**config.mk**
```make
export PLATFORM = sky130hd
export DESIGN_NAME = miss_handler
export DESIGN_NICKNAME = d
export VERILOG_FILES = /design/src/rtl/cache_pkg.sv /design/src/rtl/miss_handler.sv
export VERILOG_INCLUDE_DIRS = /design/src /design/src/rtl
export SDC_FILE = /design/constraint.sdc
export NUM_CORES = 1
export LEC_CHECK = 0
export BUFFER_PORTS_ARGS = -buffer_cell sky130_fd_sc_hd__buf_2
export CAP_MARGIN = 10
export CORE_AREA = 3 3 267 269
export CTS_BUF_LIST = sky130_fd_sc_hd__clkbuf_16
export CTS_CLUSTER_SIZE = 12
export DETAILED_ROUTE_END_ITERATION = 12
export DIE_AREA = 0 0 270 272
export PLACE_DENSITY_LB_ADDON = 0.2
export SYNTH_ARGS = -nofsm -noshare
export SYNTH_HDL_FRONTEND = slang
export SYNTH_SLANG_ARGS = --single-unit
```
**constraint.sdc**
```tcl
create_clock -name clk -period 3 [get_ports clk]
set_input_delay 0.45 -clock clk [delete_from_list [all_inputs] [get_ports clk]]
set_output_delay 0.45 -clock clk [all_outputs]
set_load 0.02 [all_outputs]
```
**src/rtl/cache_settings.svh**
```systemverilog
`ifndef CACHE_SETTINGS_SVH
`define CACHE_SETTINGS_SVH

// processor side address and data
`define CACHE_ADDR_W 32
`define CACHE_WORD_W 64
`define CACHE_STRB_W 8

// line is two words, 16 bytes
`define CACHE_WORDS_PER_LINE 2
`define CACHE_OFFSET_W 4

// 16 sets, tag is what is left of the address
`define CACHE_INDEX_W 4
`define CACHE_TAG_W 24
`define CACHE_WAYS 2

`endif

```
**src/rtl/cache_pkg.sv**
```systemverilog
`include "cache_settings.svh"

package cache_pkg;

	typedef logic [`CACHE_ADDR_W-1:0] addr_t;
	typedef logic [`CACHE_WORD_W-1:0] word_t;
	typedef logic [`CACHE_STRB_W-1:0] strb_t;
	typedef logic [`CACHE_TAG_W-1:0] tag_t;
	typedef logic [`CACHE_INDEX_W-1:0] index_t;
	typedef logic [`CACHE_OFFSET_W-1:0] offset_t;
	typedef logic [$clog2(`CACHE_WAYS)-1:0] way_t;
	typedef logic [$clog2(`CACHE_WORDS_PER_LINE)-1:0] wsel_t;
	typedef word_t [`CACHE_WORDS_PER_LINE-1:0] cache_line_t;

	localparam int num_sets = 1 << `CACHE_INDEX_W;

	typedef enum logic {
		op_read = 1'b0,
		op_write = 1'b1
	} req_op_e;

	typedef enum logic [1:0] {
		lk_idle,
		lk_lookup,
		lk_wait_miss
	} lookup_state_e;

	typedef enum logic [1:0] {
		mh_idle,
		mh_write_back,
		mh_refill
	} miss_state_e;

	typedef struct packed {
		req_op_e op;
		tag_t tag;
		index_t index;
		offset_t offset;
		strb_t wstrb;
		word_t wdata;
	} cpu_req_t;

	typedef struct packed {
		logic valid;
		tag_t tag;
	} tag_entry_t;

	typedef struct packed {
		tag_entry_t tag;
		logic dirty;
		cache_line_t line;
	} way_read_t;

	typedef struct packed {
		logic en;
		way_t way;
		index_t index;
		wsel_t word;
		word_t data;
	} word_write_t;

	typedef struct packed {
		logic en;
		way_t way;
		index_t index;
		wsel_t word;
		word_t data;
		tag_entry_t tag;
		logic dirty;
	} fill_write_t;

	// write hit as seen by the store stage, old_data is the word before the write
	typedef struct packed {
		logic en;
		way_t way;
		index_t index;
		wsel_t word;
		strb_t wstrb;
		word_t wdata;
		word_t old_data;
	} hit_write_t;

	typedef struct packed {
		tag_t tag;
		index_t index;
		offset_t offset;
		req_op_e op;
		strb_t wstrb;
		word_t wdata;
		way_t victim_way;
		tag_entry_t victim_tag;
		logic victim_dirty;
		cache_line_t victim_line;
	} miss_info_t;

	typedef struct packed {
		logic valid;
		addr_t addr;
	} mem_rd_req_t;

	typedef struct packed {
		logic dvalid;
		logic dlast;
		word_t data;
	} mem_rd_resp_t;

	typedef struct packed {
		logic valid;
		addr_t addr;
		cache_line_t line;
	} mem_wr_req_t;

	// word within the line, the bits above the byte offset
	function automatic wsel_t word_of(offset_t offset);
		return offset[$clog2(`CACHE_STRB_W) +: $bits(wsel_t)];
	endfunction

	function automatic word_t merge_bytes(word_t old_word, word_t new_word, strb_t strb);
		word_t result;
		result = old_word;
		for (int i = 0; i < `CACHE_STRB_W; i++) begin
			if (strb[i]) begin
				result[i*8 +: 8] = new_word[i*8 +: 8];
			end
		end
		return result;
	endfunction

endpackage

```
**src/rtl/miss_handler.sv**
```systemverilog
`timescale 1ns/1ps

module miss_handler (
	input  logic                    clk,
	input  logic                    rst,
	input  logic                    miss_start,
	input  cache_pkg::miss_info_t   miss_info,
	output cache_pkg::mem_wr_req_t  mem_wr_req,
	input  logic                    mem_wr_ready,
	output cache_pkg::mem_rd_req_t  mem_rd_req,
	input  cache_pkg::mem_rd_resp_t mem_rd_resp,
	output cache_pkg::fill_write_t  fill_wr,
	output logic                    fill_done,
	output cache_pkg::word_t        fill_word
);

	import cache_pkg::*;

	miss_state_e state_q;
	miss_info_t info_q;
	wsel_t beat_q;
	wsel_t req_word;
	strb_t beat_strb;
	word_t beat_data;
	logic beat;

	assign beat = state_q == mh_refill && mem_rd_resp.dvalid;
	assign req_word = word_of(info_q.offset);

	// store data only lands in the requested word of a write miss
	assign beat_strb = (info_q.op == op_write && beat_q == req_word) ? info_q.wstrb : '0;
	assign beat_data = merge_bytes(mem_rd_resp.data, info_q.wdata, beat_strb);

	always_comb begin
		mem_wr_req.valid = state_q == mh_write_back;
		mem_wr_req.addr = {info_q.victim_tag.tag, info_q.index, offset_t'(0)};
		mem_wr_req.line = info_q.victim_line;
	end

	// request drops once the first beat is in
	always_comb begin
		mem_rd_req.valid = state_q == mh_refill && beat_q == '0;
		mem_rd_req.addr = {info_q.tag, info_q.index, offset_t'(0)};
	end

	always_comb begin
		fill_wr.en = beat;
		fill_wr.way = info_q.victim_way;
		fill_wr.index = info_q.index;
		fill_wr.word = beat_q;
		fill_wr.data = beat_data;
		fill_wr.tag.valid = 1'b1;
		fill_wr.tag.tag = info_q.tag;
		fill_wr.dirty = info_q.op == op_write;
	end

	always_ff @(posedge clk) begin
		if (rst) begin
			state_q <= mh_idle;
			beat_q <= '0;
			fill_done <= 1'b0;
		end else begin
			fill_done <= beat && mem_rd_resp.dlast;
			case (state_q)
				mh_idle: begin
					if (miss_start) begin
						beat_q <= '0;
						// clean or empty victims skip the write-back
						if (miss_info.victim_tag.valid && miss_info.victim_dirty) begin
							state_q <= mh_write_back;
						end else begin
							state_q <= mh_refill;
						end
					end
				end
				mh_write_back: begin
					if (mem_wr_ready) begin
						state_q <= mh_refill;
					end
				end
				mh_refill: begin
					if (beat) begin
						beat_q <= wsel_t'(beat_q + 1'b1);
						if (mem_rd_resp.dlast) begin
							state_q <= mh_idle;
						end
					end
				end
				default: begin
					state_q <= mh_idle;
				end
			endcase
		end
	end

	always_ff @(posedge clk) begin
		if (miss_start) begin
			info_q <= miss_info;
		end
	end

	always_ff @(posedge clk) begin
		if (beat && beat_q == req_word) begin
			fill_word <= beat_data;
		end
	end

endmodule

```
# == Word level (Yosys, flattened, before mapping) ==
# Cells that the tools add are included.
# totals
word_cells,51
regBits,326
output_inout_bits,356
inputBits,330
# op_classes
bitwise_logic,1
eq_ne,7
n_mux,18
n_addsub,1
n_reduce_logical,10
# op_table
operator,count
$mux 8,9
$mux 2,5
$logic_and 1x1->1,6
$ne 2x2->1 const B,3
$pmux 2 s3,1
$reduce_and 4->1,1
$reduce_and 3->1,1
$eq 2x1->1 const B,1
$eq 2x2->1 const B,1
$logic_not 2->1,1
$mux 1,2
$ne 2x1->1 const B,1
$pmux 1 s2,1
$reduce_bool 2->1,1
$add 1x1->1 const B,1
$eq 1x1->1,1
$not 1->1,1

# == Longest topological paths before layout ==
# Gate-level depths: netlist of the first run.
# logic_depth
depth_word,4
mapped_depth,4
mapped_depth_nobuf,3

# == Worst setup path before layout of the first run ==
# Ideal clock, no wire load.
# synth_timing
kind,flip-flop to flip-flop
from,register info_q[231] in the netlist's numbering
to,"register fill_word[0], enable pin"
period_less_slack_ps,1950
setup_time_ps,393
path_stages_with_launch,3
required_ps,2607
slack_ps,1050
arrival_ps,1557
path_cell_list,edfxtp_1 > xnor2_2 > and3_2
# synth_between
elab_chain_cells,2
# synth_rtl
item,line_no,rtl
"start, declared",miss_handler.sv:20,miss_info_t info_q;
"start signal, assigned",miss_handler.sv:98,info_q <= miss_info;
$eq 1x1->1,miss_handler.sv:103,if (beat && beat_q == req_word) begin
$logic_and 1x1->1,miss_handler.sv:103,
"end signal, assigned",miss_handler.sv:104,fill_word <= beat_data;
"end, declared",miss_handler.sv:14,output cache_pkg::word_t fill_word
# No other way between the ends.
# A chain may end at the register's enable or synchronous reset.

==> flow_summary.ini, run 1 <==
[sta]
setup_viol = 0
setup_ws_ns = 0.1704
clock_skew_ns = 0.01813
max-slew-margin-rel_pct = 57.69
fmax_mhz = 353.4
post-route-period-util_pct = 94.32
worstMarginPinSlew_ns = 0.6347
tns_ns = 0
period_minus_slack_ns = 2.830
rsz0062_at_grt = no
finalMaxSlewViolations = 0
finalHoldViolCount = 0

[route]
dr.pass1.iters = 4
drt_first_iter_violations = 313
route.detailed.drc = 0
wl_um = 37740
viasPerCell = 3.263
via_count = 6908
ant_nets = 0
wl_per_cell_um = 17.83

[power_and_ir_drop]
leakage_uw = 0.007051
vdd_drop_max_mv = 0.4436
pwr_density_cell_mw_per_mm2 = 662.8

[worst_setup_path]
arrival_ns = 2.38
end_kind = output pin
reg2reg_slack_ns = 1.09
critPathKind = reg2out
path_max_fanout = 9
cp_data_required_time_ns = 2.55
crit_path_start_kind = flop

[logic_synthesis]
ys_top_cells_by_area = edfxtp_1 76%, buf_4 13%, mux2_4 7.6%
ys.warnings.count = 0
yosysSeqAreaShare_pct = 76.72
synthDistinctLibCells = 21
netlist.area_leader.share_pct = 76.08
synth_area_sq_mm = 0.01259
synth-seq-cells = 323
yosys.area.top_type = edfxtp_1
syn-mean-instance-area_sq_um = 19.31
syn_inst = 652

[clock_network]
cts_sinks = 323
clk_path_buf_depth = 3
cts_setup_buffers = 0
cts_tree = built
worst_skew_pair.late_latency_ns = 0.55
htreeDepth = 2
clk_pin_slew_ns = 0.06
cts-root-buf = clkbuf_16
numCtsBuffers = 38

[placement]
place_congestion = 0.7660
place_hpwl_um = 29470
portBuffers = 673
pre_cts_ws_ns = 0.6178

[floorplan]
die_h_um = 272
ioPinCount = 686
num_rows = 96
start_util_pct = 18.29
fp.dieW_um = 270
core-area_sq_mm = 0.06883
die-area_sq_mm = 0.07344

[global_route]
grt_max_degree = 69
grt_pass1_wl_um = 52580
gr-usage-all-layers_pct = 9.752
grt_pass1_vias = 7512
grt_overflow_total = 0
antenna_found_initial = 6

[cells_and_area]
area_growth_pct = 32.61
nFillCells = 7269
final_common_cell = buf_2
nets = 1487
final_cell_mix = 672 x buf_2, 319 x edfxtp_1, 64 x mux2_4
drive_gt1_share_pct = 68.22

[run_status]
status = completed

[job]
cap_violations = 0

[min_path]
hold_path_class = in2reg
[layout make-up]
| class | instances | area, sq um | share of cell area [%] |
|---|---|---|---|
| diodes | 3 | 7.507 | 0.04496 |
| well taps | 931 | 1165 | 6.976 |
| repair buffers | 691 | 3551 | 21.27 |
| clock buffers | 41 | 1026 | 6.145 |
| clock inverters | 25 | 101.3 | 0.6070 |
| flip-flops and latches | 323 | 9659 | 57.85 |
| multi-input cells | 103 | 1187 | 7.111 |
[critical path, cell delays in order (launching register included)]
cell and delay, ns:
dfxtp_1 0.47, xnor2_2 0.14, buf_4 0.18, and3_1 0.16, buf_4 0.26, mux2_4 0.40
buf_2 0.19
[per-layer routing]
| metal | global-route usage (%) | vias to the layer above | wire length, um | share of wire [%] |
|---|---|---|---|---|
| met4 | 3.283 | 2 | 1004 | 2.7 |
| met5 | 0 | - | 13 | 0.034 |
| met3 | 4.396 | 57 | 3866 | 10 |
| li1 | - | 3170 | - | - |
| met2 | 16.99 | 389 | 19020 | 50 |
| met1 | 10.51 | 3290 | 13840 | 37 |
[cells in the mapped netlist, drive strengths merged]
library cell,count
and3,9
conb,2
mux2i,1
nor2,3
buf,233
or3,1
nor2b,3
nor3,1
xnor2,1
a21oi,1
nand2b,1
o32a,1
mux2,64
nand2,5
and2,1
dfxtp,4
o21ai,1
o22ai,1
edfxtp,319
[sequential cells by signal, summed over array words and instances (netlist names)]
signal	cells
mem_wr_req	152
info_q	73
fill_word	64
fill_wr	30
state_q	2
beat_q	1
fill_done	1
[timing repair]
item / 4_1_cts / 5_1_grt
endpoints found under the setup margin: 0 / 32
resized for setup: 0 / 4
hold buffers: 0 / 0
[stage by stage]
step | cells | util [%] | area (sq um) | power [uW] | hold slack, ns
2_1_floorplan | 659 | - | 12620 | 6502 | 0.5129
3_3_place_gp | 2048 | 22.60 | 15560 | 6945 | 0.5402
3_5_place_dp | 2048 | 22.60 | 15560 | 6953 | 0.5452
4_1_cts | 2114 | 24.24 | 16680 | 11330 | 0.01551
5_1_grt | 2117 | 24.26 | 16700 | 11590 | 0.01864
6_report | 2117 | 24.26 | 16700 | 11070 | 0.07294
[where the power goes]
part	total [uW]	switching (uW)	internal, uW
combinational	1390	865	528
sequential	5430	101	5330
clock	4250	1810	2430
[path summary, 6_finish.rpt]
path / depth (start not counted) / end / start
setup / recovery: 6 / fill_wr[73] / beat_q
setup reg to reg: 5 / fill_word[47] / beat_q
hold reg to reg: 1 / fill_word[63] / info_q[218]
hold / removal: 1 / info_q[209] / miss_info[209]
[kinds of logic (layout without fill, tap and decap cells)]
group / after synthesis / in the layout / synth area share (%)
other: 2 / 12 / 0.05965
multiplexers: 65 / 65 / 7.711
XOR/XNOR: 1 / 1 / 0.1292
flip-flops: 323 / 323 / 76.72
AO/OA/AOI/OAI: 4 / 4 / 0.2186
AND/OR/NAND/NOR: 24 / 24 / 1.034
buffers and inverters: 233 / 757 / 14.13
(Power assumes the default switching activity.)
==> run 2, diff against run 1 <==
Settings changed: CORE_AREA 3 3 267 269 to 3 3 264 266, DIE_AREA 0 0 270 272 to 0 0 267 269, PLACE_DENSITY set to 0.44, PLACE_DENSITY_LB_ADDON 0.2 to not set.
==> run 2 against run 1 <==
Critical path depth is 2 lower. Count of clock-buffer cells in the layout down 2. Utilization is 0.53 points higher. Final area down 0.13%. Global-route usage decreased by 0.55 points. Via count is 1.0% higher. Worst setup slack improved by 0.10 ns. Clock skew decreased by 0.010 ns. First-iteration DRC count grew 25%. Critical path type unchanged.
==> flow_summary.ini, run 2 (synthesis gave the netlist of run 1 again) <==
[run_status]
status = completed

[global_route]
grt_max_degree = 71
antenna_found_initial = 7
grt_pass1_vias = 7353
gr-usage-all-layers_pct = 9.202
grt_pass1_wl_um = 48570
grt_overflow_total = 0

[sta]
worstMarginPinSlew_ns = 0.6595
finalMaxSlewViolations = 0
rsz0062_at_grt = no
period_minus_slack_ns = 2.727
tns_ns = 0
setup_ws_ns = 0.2731
setup_viol = 0
fmax_mhz = 366.7
finalHoldViolCount = 0
clock_skew_ns = 0.007799
max-slew-margin-rel_pct = 56.03
post-route-period-util_pct = 90.90

[worst_setup_path]
end_kind = output pin
path_max_fanout = 9
critPathKind = reg2out
arrival_ns = 2.28
cp_data_required_time_ns = 2.55
worstReg2RegStart = beat_q
r2r_cells = 3
reg2reg_slack_ns = 1.16
crit_path_start_kind = flop
r2r-end = fill_word[28]

[power_and_ir_drop]
leakage_uw = 0.007061
vdd_drop_max_mv = 0.4379
pwr_density_cell_mw_per_mm2 = 663.3

[route]
viasPerCell = 3.387
drt_first_iter_violations = 390
route.detailed.drc = 0
wl_per_cell_um = 17.52
ant_nets = 0
wl_um = 36080
via_count = 6978
dr.pass1.iters = 5

[min_path]
hp-start = miss_info[106]
hold_path_class = in2reg
holdPathStages = 1
holdPathEnd = mem_wr_req[106]

[placement]
portBuffers = 673
place_area_sq_mm = 0.01554
place_congestion = 0.7584
place_hpwl_um = 28800
pre_cts_ws_ns = 0.5719

[cells_and_area]
nets = 1490
drive_gt1_share_pct = 68.64
largest_reg_flops = 152
utilization_pct = 24.79
fin_area_sq_mm = 0.01668
area_growth_pct = 32.45
final_cell_mix = 672 x buf_2, 319 x edfxtp_1, 64 x mux2_4
final_common_cell = buf_2

[clock_network]
cts_sinks = 323
clk_pin_slew_ns = 0.06
cts_setup_buffers = 0
postCtsHoldBufs = 0
htreeDepth = 2
cts-root-buf = clkbuf_16
cts_tree = built
clk_path_buf_depth = 3
worst_skew_pair.late_latency_ns = 0.53
cts_resized = 3
numCtsBuffers = 37

[floorplan]
core-area_sq_mm = 0.06728
die-area_sq_mm = 0.07182
die_h_um = 269
ioPinCount = 686
fp.dieW_um = 267
start_util_pct = 18.71
num_rows = 95

[job]
cap_violations = 0
run 2: cell types whose count changed in the layout (fill, tap and decap cells not counted):
cell / delta
clkinvlp_4: -1
buf_12: +2
and3_4: -1
clkinv_2: +2
inv_6: +1
buf_4: +2
clkinv_1: +1
bufinv_16: +2
and3_1: +1
clkbuf_16: -2
inv_1: -7
diode_2: +1
run 2: cell type report:
| type | count | area, sq um |
|---|---|---|
| fillers | 7041 | 50600 |
| flip-flops and latches | 323 | 9659 |
| diodes | 4 | 10.01 |
| clock inverters | 23 | 150.1 |
| clock buffers | 39 | 975.9 |
| multi-input cells | 103 | 1182 |
| repair buffers | 695 | 3606 |
| well taps | 873 | 1092 |
run 2: worst max-delay path, stage by stage (launching register included):
cell	delay, ns
dfxtp_1	0.38
xnor2_2	0.40
and3_2	0.46
mux2_4	0.34
buf_2	0.17
run 2: worst max path at each step:
stage / startpoint / endpoint / slack, ns / cells past startpoint
finish: beat_q / fill_wr[57] / 0.27 / 4
detailed placement: beat_q / fill_wr[57] / 0.57 / 4
global route: beat_q / fill_wr[42] / 0.07 / 5
CTS: beat_q / fill_wr[63] / 0.12 / 5
floorplan: info_q[231] / fill_word[0] / 1.05 / 2
global placement: info_q[231] / fill_wr[57] / 0.57 / 4
run 2: report_power, final:
group	switching, uW	internal [uW]	total [uW]
Sequential	99.4	5320	5420
Clock	1750	2500	4250
Combinational	855	532	1390
Total	2710	8360	11100
run 2: per-layer routing:
layer  part of all wire, %  up-vias  global-route usage (%)  routed length, um
li1                      -     3176                       -                  -
met1                    35     3342                   9.702              12650
met2                    52      398                   16.22              18590
met3                    10       58                   3.997               3783
met4                   2.9        4                   3.616               1033
met5                 0.069        -                       0                 25
run 2: per-stage QoR:
step / total power (uW) / hold slack [ns] / cells
after detailed placement: 6937 / 0.5449 / 1994
after global placement: 6922 / 0.5410 / 1994
after CTS: 11300 / 0.02333 / 2056
final: 11060 / 0.08733 / 2060
after global routing: 11520 / 0.04498 / 2057
after floorplan: 6502 / 0.5129 / 659
