===== src/rtl/cache_settings.svh =====
`ifndef CACHE_SETTINGS_SVH
`define CACHE_SETTINGS_SVH

// processor side address and data
`define CACHE_ADDR_W 32
`define CACHE_WORD_W 64
`define CACHE_STRB_W 8

// line is two words, 16 bytes
`define CACHE_WORDS_PER_LINE 2
`define CACHE_OFFSET_W 4

// 16 sets, tag is what is left of the address
`define CACHE_INDEX_W 4
`define CACHE_TAG_W 24
`define CACHE_WAYS 2

`endif


===== src/rtl/cache_pkg.sv =====
`include "cache_settings.svh"

package cache_pkg;

	typedef logic [`CACHE_ADDR_W-1:0] addr_t;
	typedef logic [`CACHE_WORD_W-1:0] word_t;
	typedef logic [`CACHE_STRB_W-1:0] strb_t;
	typedef logic [`CACHE_TAG_W-1:0] tag_t;
	typedef logic [`CACHE_INDEX_W-1:0] index_t;
	typedef logic [`CACHE_OFFSET_W-1:0] offset_t;
	typedef logic [$clog2(`CACHE_WAYS)-1:0] way_t;
	typedef logic [$clog2(`CACHE_WORDS_PER_LINE)-1:0] wsel_t;
	typedef word_t [`CACHE_WORDS_PER_LINE-1:0] cache_line_t;

	localparam int num_sets = 1 << `CACHE_INDEX_W;

	typedef enum logic {
		op_read = 1'b0,
		op_write = 1'b1
	} req_op_e;

	typedef enum logic [1:0] {
		lk_idle,
		lk_lookup,
		lk_wait_miss
	} lookup_state_e;

	typedef enum logic [1:0] {
		mh_idle,
		mh_write_back,
		mh_refill
	} miss_state_e;

	typedef struct packed {
		req_op_e op;
		tag_t tag;
		index_t index;
		offset_t offset;
		strb_t wstrb;
		word_t wdata;
	} cpu_req_t;

	typedef struct packed {
		logic valid;
		tag_t tag;
	} tag_entry_t;

	typedef struct packed {
		tag_entry_t tag;
		logic dirty;
		cache_line_t line;
	} way_read_t;

	typedef struct packed {
		logic en;
		way_t way;
		index_t index;
		wsel_t word;
		word_t data;
	} word_write_t;

	typedef struct packed {
		logic en;
		way_t way;
		index_t index;
		wsel_t word;
		word_t data;
		tag_entry_t tag;
		logic dirty;
	} fill_write_t;

	// write hit as seen by the store stage, old_data is the word before the write
	typedef struct packed {
		logic en;
		way_t way;
		index_t index;
		wsel_t word;
		strb_t wstrb;
		word_t wdata;
		word_t old_data;
	} hit_write_t;

	typedef struct packed {
		tag_t tag;
		index_t index;
		offset_t offset;
		req_op_e op;
		strb_t wstrb;
		word_t wdata;
		way_t victim_way;
		tag_entry_t victim_tag;
		logic victim_dirty;
		cache_line_t victim_line;
	} miss_info_t;

	typedef struct packed {
		logic valid;
		addr_t addr;
	} mem_rd_req_t;

	typedef struct packed {
		logic dvalid;
		logic dlast;
		word_t data;
	} mem_rd_resp_t;

	typedef struct packed {
		logic valid;
		addr_t addr;
		cache_line_t line;
	} mem_wr_req_t;

	// word within the line, the bits above the byte offset
	function automatic wsel_t word_of(offset_t offset);
		return offset[$clog2(`CACHE_STRB_W) +: $bits(wsel_t)];
	endfunction

	function automatic word_t merge_bytes(word_t old_word, word_t new_word, strb_t strb);
		word_t result;
		result = old_word;
		for (int i = 0; i < `CACHE_STRB_W; i++) begin
			if (strb[i]) begin
				result[i*8 +: 8] = new_word[i*8 +: 8];
			end
		end
		return result;
	endfunction

endpackage


===== src/rtl/store_stage.sv =====
`timescale 1ns/1ps

module store_stage (
	input  logic                   clk,
	input  logic                   rst,
	input  cache_pkg::hit_write_t  hit_wr,
	output logic                   store_busy,
	output cache_pkg::word_write_t store_wr
);

	import cache_pkg::*;

	hit_write_t buf_q;

	// the pulse is held for exactly one cycle
	always_ff @(posedge clk) begin
		if (rst) begin
			buf_q.en <= 1'b0;
		end else begin
			buf_q <= hit_wr;
		end
	end

	assign store_busy = buf_q.en;

	always_comb begin
		store_wr.en = buf_q.en;
		store_wr.way = buf_q.way;
		store_wr.index = buf_q.index;
		store_wr.word = buf_q.word;
		// new bytes under the strobes, the rest from the hit word
		store_wr.data = merge_bytes(buf_q.old_data, buf_q.wdata, buf_q.wstrb);
	end

endmodule


===== config.mk =====
export PLATFORM = sky130hd
export DESIGN_NAME = store_stage
export DESIGN_NICKNAME = d
export VERILOG_FILES = /design/src/rtl/cache_pkg.sv /design/src/rtl/store_stage.sv
export VERILOG_INCLUDE_DIRS = /design/src /design/src/rtl
export SDC_FILE = /design/constraint.sdc
export NUM_CORES = 1
export LEC_CHECK = 0
export BUFFER_PORTS_ARGS = -buffer_cell sky130_fd_sc_hd__buf_2
export CAP_MARGIN = 20
export CORE_MARGIN = 2
export CORE_UTILIZATION = 36
export DETAILED_ROUTE_END_ITERATION = 10
export SLEW_MARGIN = 20
export SYNTH_ARGS = -nofsm -noshare
export SYNTH_HDL_FRONTEND = slang
export SYNTH_SLANG_ARGS = --single-unit

===== constraint.sdc =====
create_clock -name clk -period 3.9 [get_ports clk]
set_input_delay 0 -clock clk [delete_from_list [all_inputs] [get_ports clk]]
set_output_delay 0 -clock clk [all_outputs]
set_load 0.1 [all_outputs]

==> metrics.yaml, run 1 <==
yosys:
  yosys-mux-area-fraction_pct: 17.8
  yosys_warnings: 0
  syn_area_um2: 5400
  ys_seq_area_share_pct: 79.4
  synth_top_family_by_area: "multiplexers"
  synth_cell_type_count: 7
  synthXorXnorAreaFrac_pct: 0
  netlist_instances: 224
  synth-seq-cells: 143
  synth_compound_area_share_pct: 0
  syn_avg_cell_area_um2: 24.1
  synthSimpleGateAreaFrac_pct: 0.116
  synth_fa_ha_area_share_pct: 0
  syn_nets: 369
clock_network:
  cts_made_buffers: 17
  cts_setup_buffers: 0
  cts.sinks: 143
  cts_resized: 0
  cts_buffer_depth: 2
  cts-htree-levels: 4
  root_buffer: "clkbuf_16"
  ctsHoldBuffers: 129
floorplanning:
  fp.dieH_um: 126
  start_util_pct: 37.0
  io_pins: 217
  row_count: 44
  die_w_um: 126
outcome:
  outcome: "did not finish"
  tool.error: "[ERROR RSZ-0060] Max buffer count reached."
  stop_stage: "clock tree synthesis (4_1_cts)"
place:
  dpl.hpwl_mm: 7.34
  gp_congestion: 0.750
  portBuffers: 216
## through the flow
stage               area, µm²  hold WS, ps  setup slack, ps  utilization (%)  std cells
floorplan                5400         71.6              665                -        224
global placement         6590          176             2400             45.1        611
detailed placement       6590          178             2360             45.1        611
## cell usage after synthesis (all sizes together)
master | instances | area [µm²]
buf | 15 | 143
dfxtp | 1 | 20.0
edfxtp | 142 | 4260
inv | 1 | 3.75
mux2 | 64 | 961
nor2b | 1 | 6.26
## kinds of logic after synthesis
logic type / after synthesis
DFF: 143
muxes: 64
and+or+nand+nor: 1
buffers and inverters: 16
==> inputs of run 2 (changes only) <==
CORE_UTILIZATION = 21   (was 36)
PLACE_DENSITY_LB_ADDON = 0.15   (was unset)
==> run 2 against run 1 <==
Against the previous run: synthesized cell count did not move; the flow now finishes without violations; synthesized area is the same.
==> metrics.yaml, run 2 <==
drt:
  drc: 0
  vias: 3336
  ant_nets: 0
  wl_per_cell_um: 13.1
  drt-pass1-iter-count: 3
  routed_wirelength_mm: 12.3
  drt-initial-drc-count: 83
  viasPerCell: 3.56
critical_path:
  end_kind: "primary output"
  start_kind: "flip-flop"
  crit_path_max_incr_delay_ps: 750
  critical_path_class: "flip-flop to primary output"
  crit_fanout: 8
  required_ps: 3900
  worstPathCellList: "mux2_4 > buf_2"
  critical_path.slowest_cell: "edfxtp_1"
  arrival_ps: 1860
  cp_num_buf_inv: 1
  crit_family: "flip-flops"
place:
  dp_slack_ps: 2310  # was 2360 ps
  dpl-instance-area_um2: 6770  # was 6590 µm²
  portBuffers: 216  # unchanged
  gp_congestion: 0.694  # was 0.750
  dpl.hpwl_mm: 8.21  # was 7.34 mm
global_route:
  grt_max_degree: 73
  grt_use_total_pct: 9.01
  grt_pass1_wl_mm: 18.3
  grt_overflow: 0
  antenna_found_initial: 3
  grt_pass1_vias: 3658
yosys:
  synth_commonest_cells: "edfxtp_1 (142), mux2_4 (64), buf_6 (8), buf_4 (7)"  # unchanged
  syn_area_um2: 5400  # unchanged
  syn_nets: 369  # unchanged
  async_flop_share_pct: 0  # unchanged
  synth-seq-cells: 143  # unchanged
  yosys_warnings: 0  # unchanged
  netlist_instances: 224  # unchanged
  synth_edf_count: 142  # unchanged
  synth_ff_type: "edfxtp_1"  # unchanged
  synth_top_area_share_pct: 79.0  # unchanged
  syn_avg_cell_area_um2: 24.1  # unchanged
  yosysMostFrequentCell: "edfxtp_1"  # unchanged
  synth_cell_type_count: 7  # unchanged
  ys_seq_area_share_pct: 79.4  # unchanged
  ys_top_cells_by_area: "edfxtp_1 (79%), mux2_4 (18%), buf_6 (1.7%), buf_4 (0.97%), dfxtp_1 (0.37%)"  # unchanged
  yosysTopAreaCell: "edfxtp_1"  # unchanged
worst_hold_path:
  hold_depth: 2
  holdCritPathClass: "input pin to flip-flop"
  min_to: "buf_q[43]"
  min_from: "rst"
clock_network:
  path_clk_slew_ps: 60
  cts_tree: "yes"
  cts_buffer_depth: 2  # unchanged
  cts_resized: 0  # unchanged
  cts.sinks: 143  # unchanged
  cts-htree-levels: 4  # unchanged
  root_buffer: "clkbuf_16"  # unchanged
  cts_made_buffers: 17  # unchanged
power:
  leakage_nw: 3.67
  power_density_nw_per_um2: 518
  irDropWorstVdd_v: 0.000254
cells_and_area:
  areaGrowthSynthToFinish_pct: 63.1
  drive_gt1_share_pct: 51.9
  largest_reg_flops: 136
  nets: 735
  layout_common_cells: "buf_2 (216), dlygate4sd3_1 (144), edfxtp_1 (142)"
  fillCellCount: 2426
  regMostFlops: "buf_q"
  layout_commonest_cell: "buf_2"
  fin_util_pct: 35.0
  fin_area_um2: 8800
sta:
  period_needed_ps: 1860
  fin_crit_sh_pct: 47.6
  tightest_slew_ps: 642
  setup_slack_ps: 2040
  finalSetupTns_ps: 0
  finalSetupViolations: 0
  max_slew_margin_pct: 57.2
  hold_viol: 0
  slew_viol_final: 0
  rsz0062_at_grt: "no"
  fmax_ghz: 0.538
floorplanning:
  die-area_um2: 27000
  core_area_um2: 25200
  fp.dieH_um: 164  # was 126 µm
  die_w_um: 164  # was 126 µm
  row_count: 58  # was 44
  start_util_pct: 21.4  # was 37.0%
  io_pins: 217  # unchanged
outcome:
  outcome: "finished clean"  # was did not finish
run:
  cap_violations: 0
## run 2: cell counts after synthesis
Identical to the previous run, type by type.
## run 2: layer usage
layer	vias up	GRT usage, %	part of all wire (%)
met5	-	0	0
li1	1615	-	-
met4	0	3.55	1.5
met3	13	3.48	7.9
met1	1573	10.3	42
met2	135	15.1	48
## run 2: layout make-up
class / instances / area (µm²) / area share (%)
multi-input combinational: 65 / 967 / 11.0
clock buffer: 18 / 429 / 4.88
inverter: 1 / 8.76 / 0.0995
timing repair buffer: 362 / 2540 / 28.8
clock inverter: 14 / 155 / 1.76
sequential: 143 / 4280 / 48.7
antenna: 3 / 7.51 / 0.0853
tap: 330 / 413 / 4.69
## run 2: logic make-up after synthesis
logic type	count (synthesis)	share of synthesized area, %
buffers and inverters	16	2.71
DFF	143	79.4
muxes	64	17.8
and+or+nand+nor	1	0.116
## run 2: how the worst max path moves through the flow
stage	slack, ps	to	depth (start not counted)	start
3_5_place_dp	2310	buf_q[127]	3	rst
5_1_grt	1910	store_wr[48]	2	buf_q[134]
3_3_place_gp	2350	store_wr[64]	3	rst
4_1_cts	1930	store_wr[48]	2	buf_q[134]
6_report	2040	store_wr[50]	2	buf_q[134]
2_1_floorplan	670	buf_q[0]	1	rst
## run 2: power breakdown
group          leakage (nW)  switching (mW)  internal, mW
Clock                 0.277           0.658         0.953
Sequential             1.40          0.0592          1.83
Combinational          2.00           0.748         0.316
## run 2: timing repair
item,4_1_cts,5_1_grt
setup buffers,0,0
hold buffers,144,0
hold endpoints to repair,143,0
## run 2: metrics by stage
stage / std cells / hold WS [ps] / total power [mW]
after floorplan: 224 / 71.6 / 2.72
after global placement: 757 / 176 / 2.87
after detailed placement: 757 / 178 / 2.88
after CTS: 933 / 175 / 4.63
after global routing: 935 / 211 / 4.74
final: 936 / 180 / 4.56
Note: power is estimated with default switching activity, not from simulation.
==> inputs of run 3 (changes only) <==
clock period = 1.9 ns   (was 3.9 ns; I/O delays follow)
==> run 3 against run 2 <==
Against the previous run: count of clock-buffer cells in the layout is the same; flip-flop and latch count did not move; worst hold slack better by 110 ps; final cell count down 0.21%; largest power group unchanged; largest cell class unchanged.
==> metrics.yaml, run 3 (synthesized netlist as in run 2, its figures left out) <==
drt:
  drc: 0  # unchanged
  wl_per_cell_um: 12.9  # was 13.1 µm
  ant_nets: 0  # unchanged
  drt-initial-drc-count: 85  # was 83
  drt-pass1-iter-count: 4  # was 3
  routed_wirelength_mm: 12.1  # was 12.3 mm
  viasPerCell: 3.59  # was 3.56
  vias: 3352  # was 3,336
sta:
  tightest_slew_ps: 539  # was 642 ps
  max_slew_margin_pct: 64.1  # was 57.2%
  hold_viol: 0  # unchanged
  finalSetupViolations: 0  # unchanged
  fin_crit_sh_pct: 93.2
  period_needed_ps: 1770
  rsz0062_at_grt: "no"  # unchanged
  slew_viol_final: 0  # unchanged
  fmax_ghz: 0.565
global_route:
  grt_overflow: 0  # unchanged
  antenna_found_initial: 0  # was 3
  use_met2_pct: 15.7  # was 15.1%
  grt_pass1_vias: 3645  # was 3,658
  met3_usage_pct: 3.31  # was 3.48%
  grt_pass1_wl_mm: 18.1  # was 18.3 mm
  top_usage_layer: "met2"  # unchanged
  grt_use_total_pct: 9.01  # about the same
  use_met1_pct: 9.90  # was 10.3%
  grt_max_degree: 73  # unchanged
critical_path:
  required_ps: 1900  # was 3900 ps
  critical_path_class: "flip-flop to primary output"  # unchanged
  crit_fanout: 8  # unchanged
  start_kind: "flip-flop"  # unchanged
  arrival_ps: 1770  # was 1860 ps
  end_kind: "primary output"  # unchanged
cells_and_area:
  layout_commonest_cell: "buf_2"  # unchanged
  drive_gt1_share_pct: 52.0  # was 51.9%
  layout_common_cells: "buf_2 (208), dlygate4sd3_1 (144), edfxtp_1 (142)"  # was buf_2 (216), dlygate4sd3_1 (144), edfxtp_1 (142)
  nets: 736  # was 735
  regMostFlops: "buf_q"  # unchanged
  layoutNonFillerInstCount: 934  # was 936
  n_antenna_cell: 0  # was 3
  areaGrowthSynthToFinish_pct: 65.8  # was 63.1%
  largest_reg_flops: 136  # unchanged
worst_hold_path:
  min_from: "hit_wr[111]"  # was rst
  holdCritPathClass: "input pin to flip-flop"  # unchanged
  hold_depth: 2  # unchanged
  min_to: "buf_q[111]"  # was buf_q[43]
clock_network:
  cts-htree-levels: 4  # unchanged
  root_buffer: "clkbuf_16"  # unchanged
  cts_resized: 0  # unchanged
  cts.sinks: 143  # unchanged
  cts_setup_buffers: 0  # unchanged
  cts_made_buffers: 17  # unchanged
  cts_buffer_depth: 2  # unchanged
  cts_tree: "yes"  # unchanged
  path_clk_slew_ps: 70  # was 60 ps
power:
  power_density_nw_per_um2: 1050  # was 518 nW/µm²
  irDropWorstVdd_v: 0.000477  # was 0.000254 V
  leakage_nw: 3.72  # was 3.67 nW
  finalPower_mw: 9.43  # was 4.56 mW
floorplanning:
  io_pins: 217  # unchanged
  start_util_pct: 21.4  # unchanged
  die_w_um: 164  # unchanged
  fp.dieH_um: 164  # unchanged
  row_count: 58  # unchanged
  die-area_um2: 27000  # unchanged
  core_area_um2: 25200  # unchanged
place:
  dpl.hpwl_mm: 8.08  # was 8.21 mm
  gp_congestion: 0.738  # was 0.694
  dp_cells: 758  # was 757
  portBuffers: 216  # unchanged
run:
  cap_violations: 0  # unchanged
outcome:
  outcome: "finished clean"  # unchanged
## run 3: layer usage
layer  share of wire, %  wire length [µm]
met3                7.0               844
met2                 51              6220
met4                1.4               168
met1                 40              4860
met5                  0                 0
## run 3: how the worst max path moves through the flow
| stage | from | end | cells past startpoint |
|---|---|---|---|
| final | buf_q[134] | store_wr[51] | 2 |
| after CTS | buf_q[134] | store_wr[54] | 2 |
| after floorplan | rst | buf_q[0] | 1 |
| after detailed placement | buf_q[134] | store_wr[54] | 2 |
| after global placement | buf_q[134] | store_wr[51] | 2 |
| after global routing | buf_q[134] | store_wr[54] | 2 |
## run 3: through the flow
| step | cell area (µm²) | setup slack [ps] | setup TNS, ps | hold WS [ps] | utilization [%] |
|---|---|---|---|---|---|
| 6_report | 8950 | 129 | 0 | 285 | 35.5 |
| 5_1_grt | 8950 | 28.1 | 0 | 269 | 35.5 |
| 4_1_cts | 8950 | 70.4 | 0 | 261 | 35.5 |
| 3_5_place_dp | 6920 | 529 | 0 | 178 | 27.5 |
| 3_3_place_gp | 6920 | 546 | 0 | 178 | 27.5 |
| 2_1_floorplan | 5400 | -540 | -76700 | 71.6 | - |
## run 3: layout make-up
class | count | area (µm²)
fillers | 2416 | 16200
inverters | 1 | 7.51
flip-flops and latches | 143 | 4280
repair buffers | 363 | 2690
clock buffers | 18 | 429
well taps | 330 | 413
clock inverters | 14 | 156
multi-input cells | 65 | 967
## run 3: power breakdown
group / switching [mW] / internal [mW]
Sequential: 0.113 / 3.75
Clock: 1.35 / 1.95
Combinational: 1.55 / 0.720
## run 3: what timing repair did
| action | CTS | global route |
|---|---|---|
| setup endpoints to repair | 0 | 0 |
| hold buffers | 144 | 0 |
| hold endpoints to repair | 143 | 0 |
## run 3: worst max-delay path: stages (launching register included)
cell	delay [ps]
edfxtp_1	690
mux2_4	250
buf_2	420
==> inputs of run 4 (changes only) <==
clock period = 1.54 ns   (was 1.9 ns; I/O delays follow)
==> run 4 against run 3 <==
Against the previous run: die area unchanged; worst hold slack worse by 0.85 ps; final area up 11%; worst setup slack worse by 92 ps; count of clock-buffer cells in the layout down 1; via count up 2.7%; flip-flop and latch count unchanged; total power up 32%; critical path type unchanged; highest routed layer unchanged.
==> metrics.yaml, run 4 (synthesized netlist as in run 2, its figures left out) <==
cells_and_area:
  nets: 750  # was 736
  layout_commonest_cell: "buf_2"  # unchanged
  fin_area_um2: 9940  # was 8950 µm²
  layout_common_cells: "buf_2 (152), dlygate4sd3_1 (144), edfxtp_1 (142)"  # was buf_2 (208), dlygate4sd3_1 (144), edfxtp_1 (142)
  layoutNonFillerInstCount: 948  # was 934
  fillCellCount: 2280  # was 2,416
  drive_gt1_share_pct: 53.4  # was 52.0%
  n_antenna_cell: 0  # unchanged
  largest_reg_flops: 136  # unchanged
  regMostFlops: "buf_q"  # unchanged
  areaGrowthSynthToFinish_pct: 84.1  # was 65.8%
sta:
  rsz0062_at_grt: "yes"  # was no
  fin_crit_sh_pct: 97.6
  tightest_slew_ps: 501  # was 539 ps
  fmax_ghz: 0.665
  hold_viol: 0  # unchanged
  period_needed_ps: 1500
  finalSetupViolations: 0  # unchanged
  max_slew_margin_pct: 66.9  # was 64.1%
  slew_viol_final: 0  # unchanged
global_route:
  grt_use_total_pct: 9.62  # was 9.01%
  grt_overflow: 0  # unchanged
  grt_pass1_wl_mm: 19.3  # was 18.1 mm
  antenna_found_initial: 0  # unchanged
  grt_pass1_vias: 3895  # was 3,645
  grt_max_degree: 80  # was 73
power:
  clockPowerShare_pct: 33.6  # was 35.0%
  finalPower_mw: 12.5  # was 9.43 mW
  combPwrFrac_pct: 28.7  # was 24.1%
  leakage_nw: 4.13  # was 3.72 nW
  irDropWorstVdd_v: 0.000635  # was 0.000477 V
  internal_power_mw: 8.55  # was 6.42 mW
  switching_share_pct: 31.4  # was 31.9%
  pwr-share-seq_pct: 37.7  # was 40.9%
  power_density_nw_per_um2: 1250  # was 1050 nW/µm²
  p_sw_mw: 3.92  # was 3.01 mW
clock_network:
  cts_tree: "yes"  # unchanged
  cts_buffer_depth: 2  # unchanged
  cts.sinks: 143  # unchanged
  cts-htree-levels: 4  # unchanged
  path_clk_slew_ps: 70  # about the same
  root_buffer: "clkbuf_16"  # unchanged
  cts_made_buffers: 17  # unchanged
critical_path:
  start_kind: "flip-flop"  # unchanged
  crit_fanout: 2  # was 8
  end_kind: "primary output"  # unchanged
  critical_path.slowest_cell: "edfxtp_1"  # unchanged
  worstPathCellList: "buf_4 > mux2_4 > buf_12"  # was mux2_4 > buf_2
  arrival_ps: 1500  # was 1770 ps
  required_ps: 1540  # was 1900 ps
  critical_path_class: "flip-flop to primary output"  # unchanged
  crit_path_max_incr_delay_ps: 440  # was 690 ps
floorplanning:
  core_area_um2: 25200  # unchanged
  die-area_um2: 27000  # unchanged
  start_util_pct: 21.4  # unchanged
  die_w_um: 164  # unchanged
  fp.dieH_um: 164  # unchanged
  row_count: 58  # unchanged
  io_pins: 217  # unchanged
drt:
  drc: 0  # unchanged
  viasPerCell: 3.63  # was 3.59
  vias: 3444  # was 3,352
  wl_per_cell_um: 13.3  # was 12.9 µm
  ant_nets: 0  # unchanged
  drt-pass1-iter-count: 4  # unchanged
  drt-initial-drc-count: 135  # was 85
  routed_wirelength_mm: 12.6  # was 12.1 mm
run:
  cap_violations: 0  # unchanged
worst_hold_path:
  holdCritPathClass: "input pin to flip-flop"  # unchanged
  hold_depth: 2  # unchanged
place:
  dpl.hpwl_mm: 8.33  # was 8.08 mm
  gp_congestion: 0.692  # was 0.738
  dp_cells: 759  # was 758
  portBuffers: 216  # unchanged
  dpl-instance-area_um2: 7770  # was 6920 µm²
outcome:
  outcome: "finished clean"  # unchanged
[run 4: area by class of cell]
| cell class | instances | area, µm² | share of cell area [%] |
|---|---|---|---|
| sequential | 143 | 4280 | 43.1 |
| timing repair buffer | 377 | 3670 | 36.9 |
| multi-input combinational | 65 | 967 | 9.73 |
| clock buffer | 17 | 425 | 4.28 |
| tap | 330 | 413 | 4.15 |
| clock inverter | 15 | 174 | 1.75 |
| inverter | 1 | 7.51 | 0.0755 |
[run 4: path summary, 6_finish.rpt]
path,start,end,slack [ps]
max,buf_q[134],store_wr[52],40
min,hit_wr[31],buf_q[31],280
[run 4: power by group through the flow]
stage / clock [mW] / combinational [mW] / sequential [mW]
finish: 4.19 / 3.57 / 4.70
detailed placement: 0 / 3.21 / 4.84
CTS: 4.37 / 3.61 / 4.71
floorplan: 0 / 2.11 / 4.78
global route: 4.52 / 3.70 / 4.74
global placement: 0 / 3.20 / 4.83
[run 4: layer usage]
layer,global-route usage (%),vias to the layer above,wire [µm]
met5,0,-,0
met4,4.63,0,263
met3,3.61,16,878
met2,16.7,129,6510
met1,10.3,1655,4910
li1,-,1644,-
[run 4: repair_timing]
item                                    CTS  global route
hold buffers                            144             0
endpoints found under the hold margin   143             0
buffers inserted                         12             1
gates resized for setup                   1             1
endpoints found under the setup margin   55            23
[run 4: critical path, delay by kind of cell (launching register included)]
family | cells | cell delay [ps]
multiplexers | 1 | 310
buffers and inverters | 2 | 350
flip-flops | 1 | 440
[run 4: per-stage QoR]
step	utilization [%]	setup slack [ps]	setup TNS (ps)	hold WS, ps
floorplan	-	-900	-127820	71.6
global placement	30.9	327	0	177
detailed placement	30.9	317	0	178
CTS	39.4	2.67	0	263
global route	39.5	-13.5	-74.3	264
finish	39.5	37.1	0	285
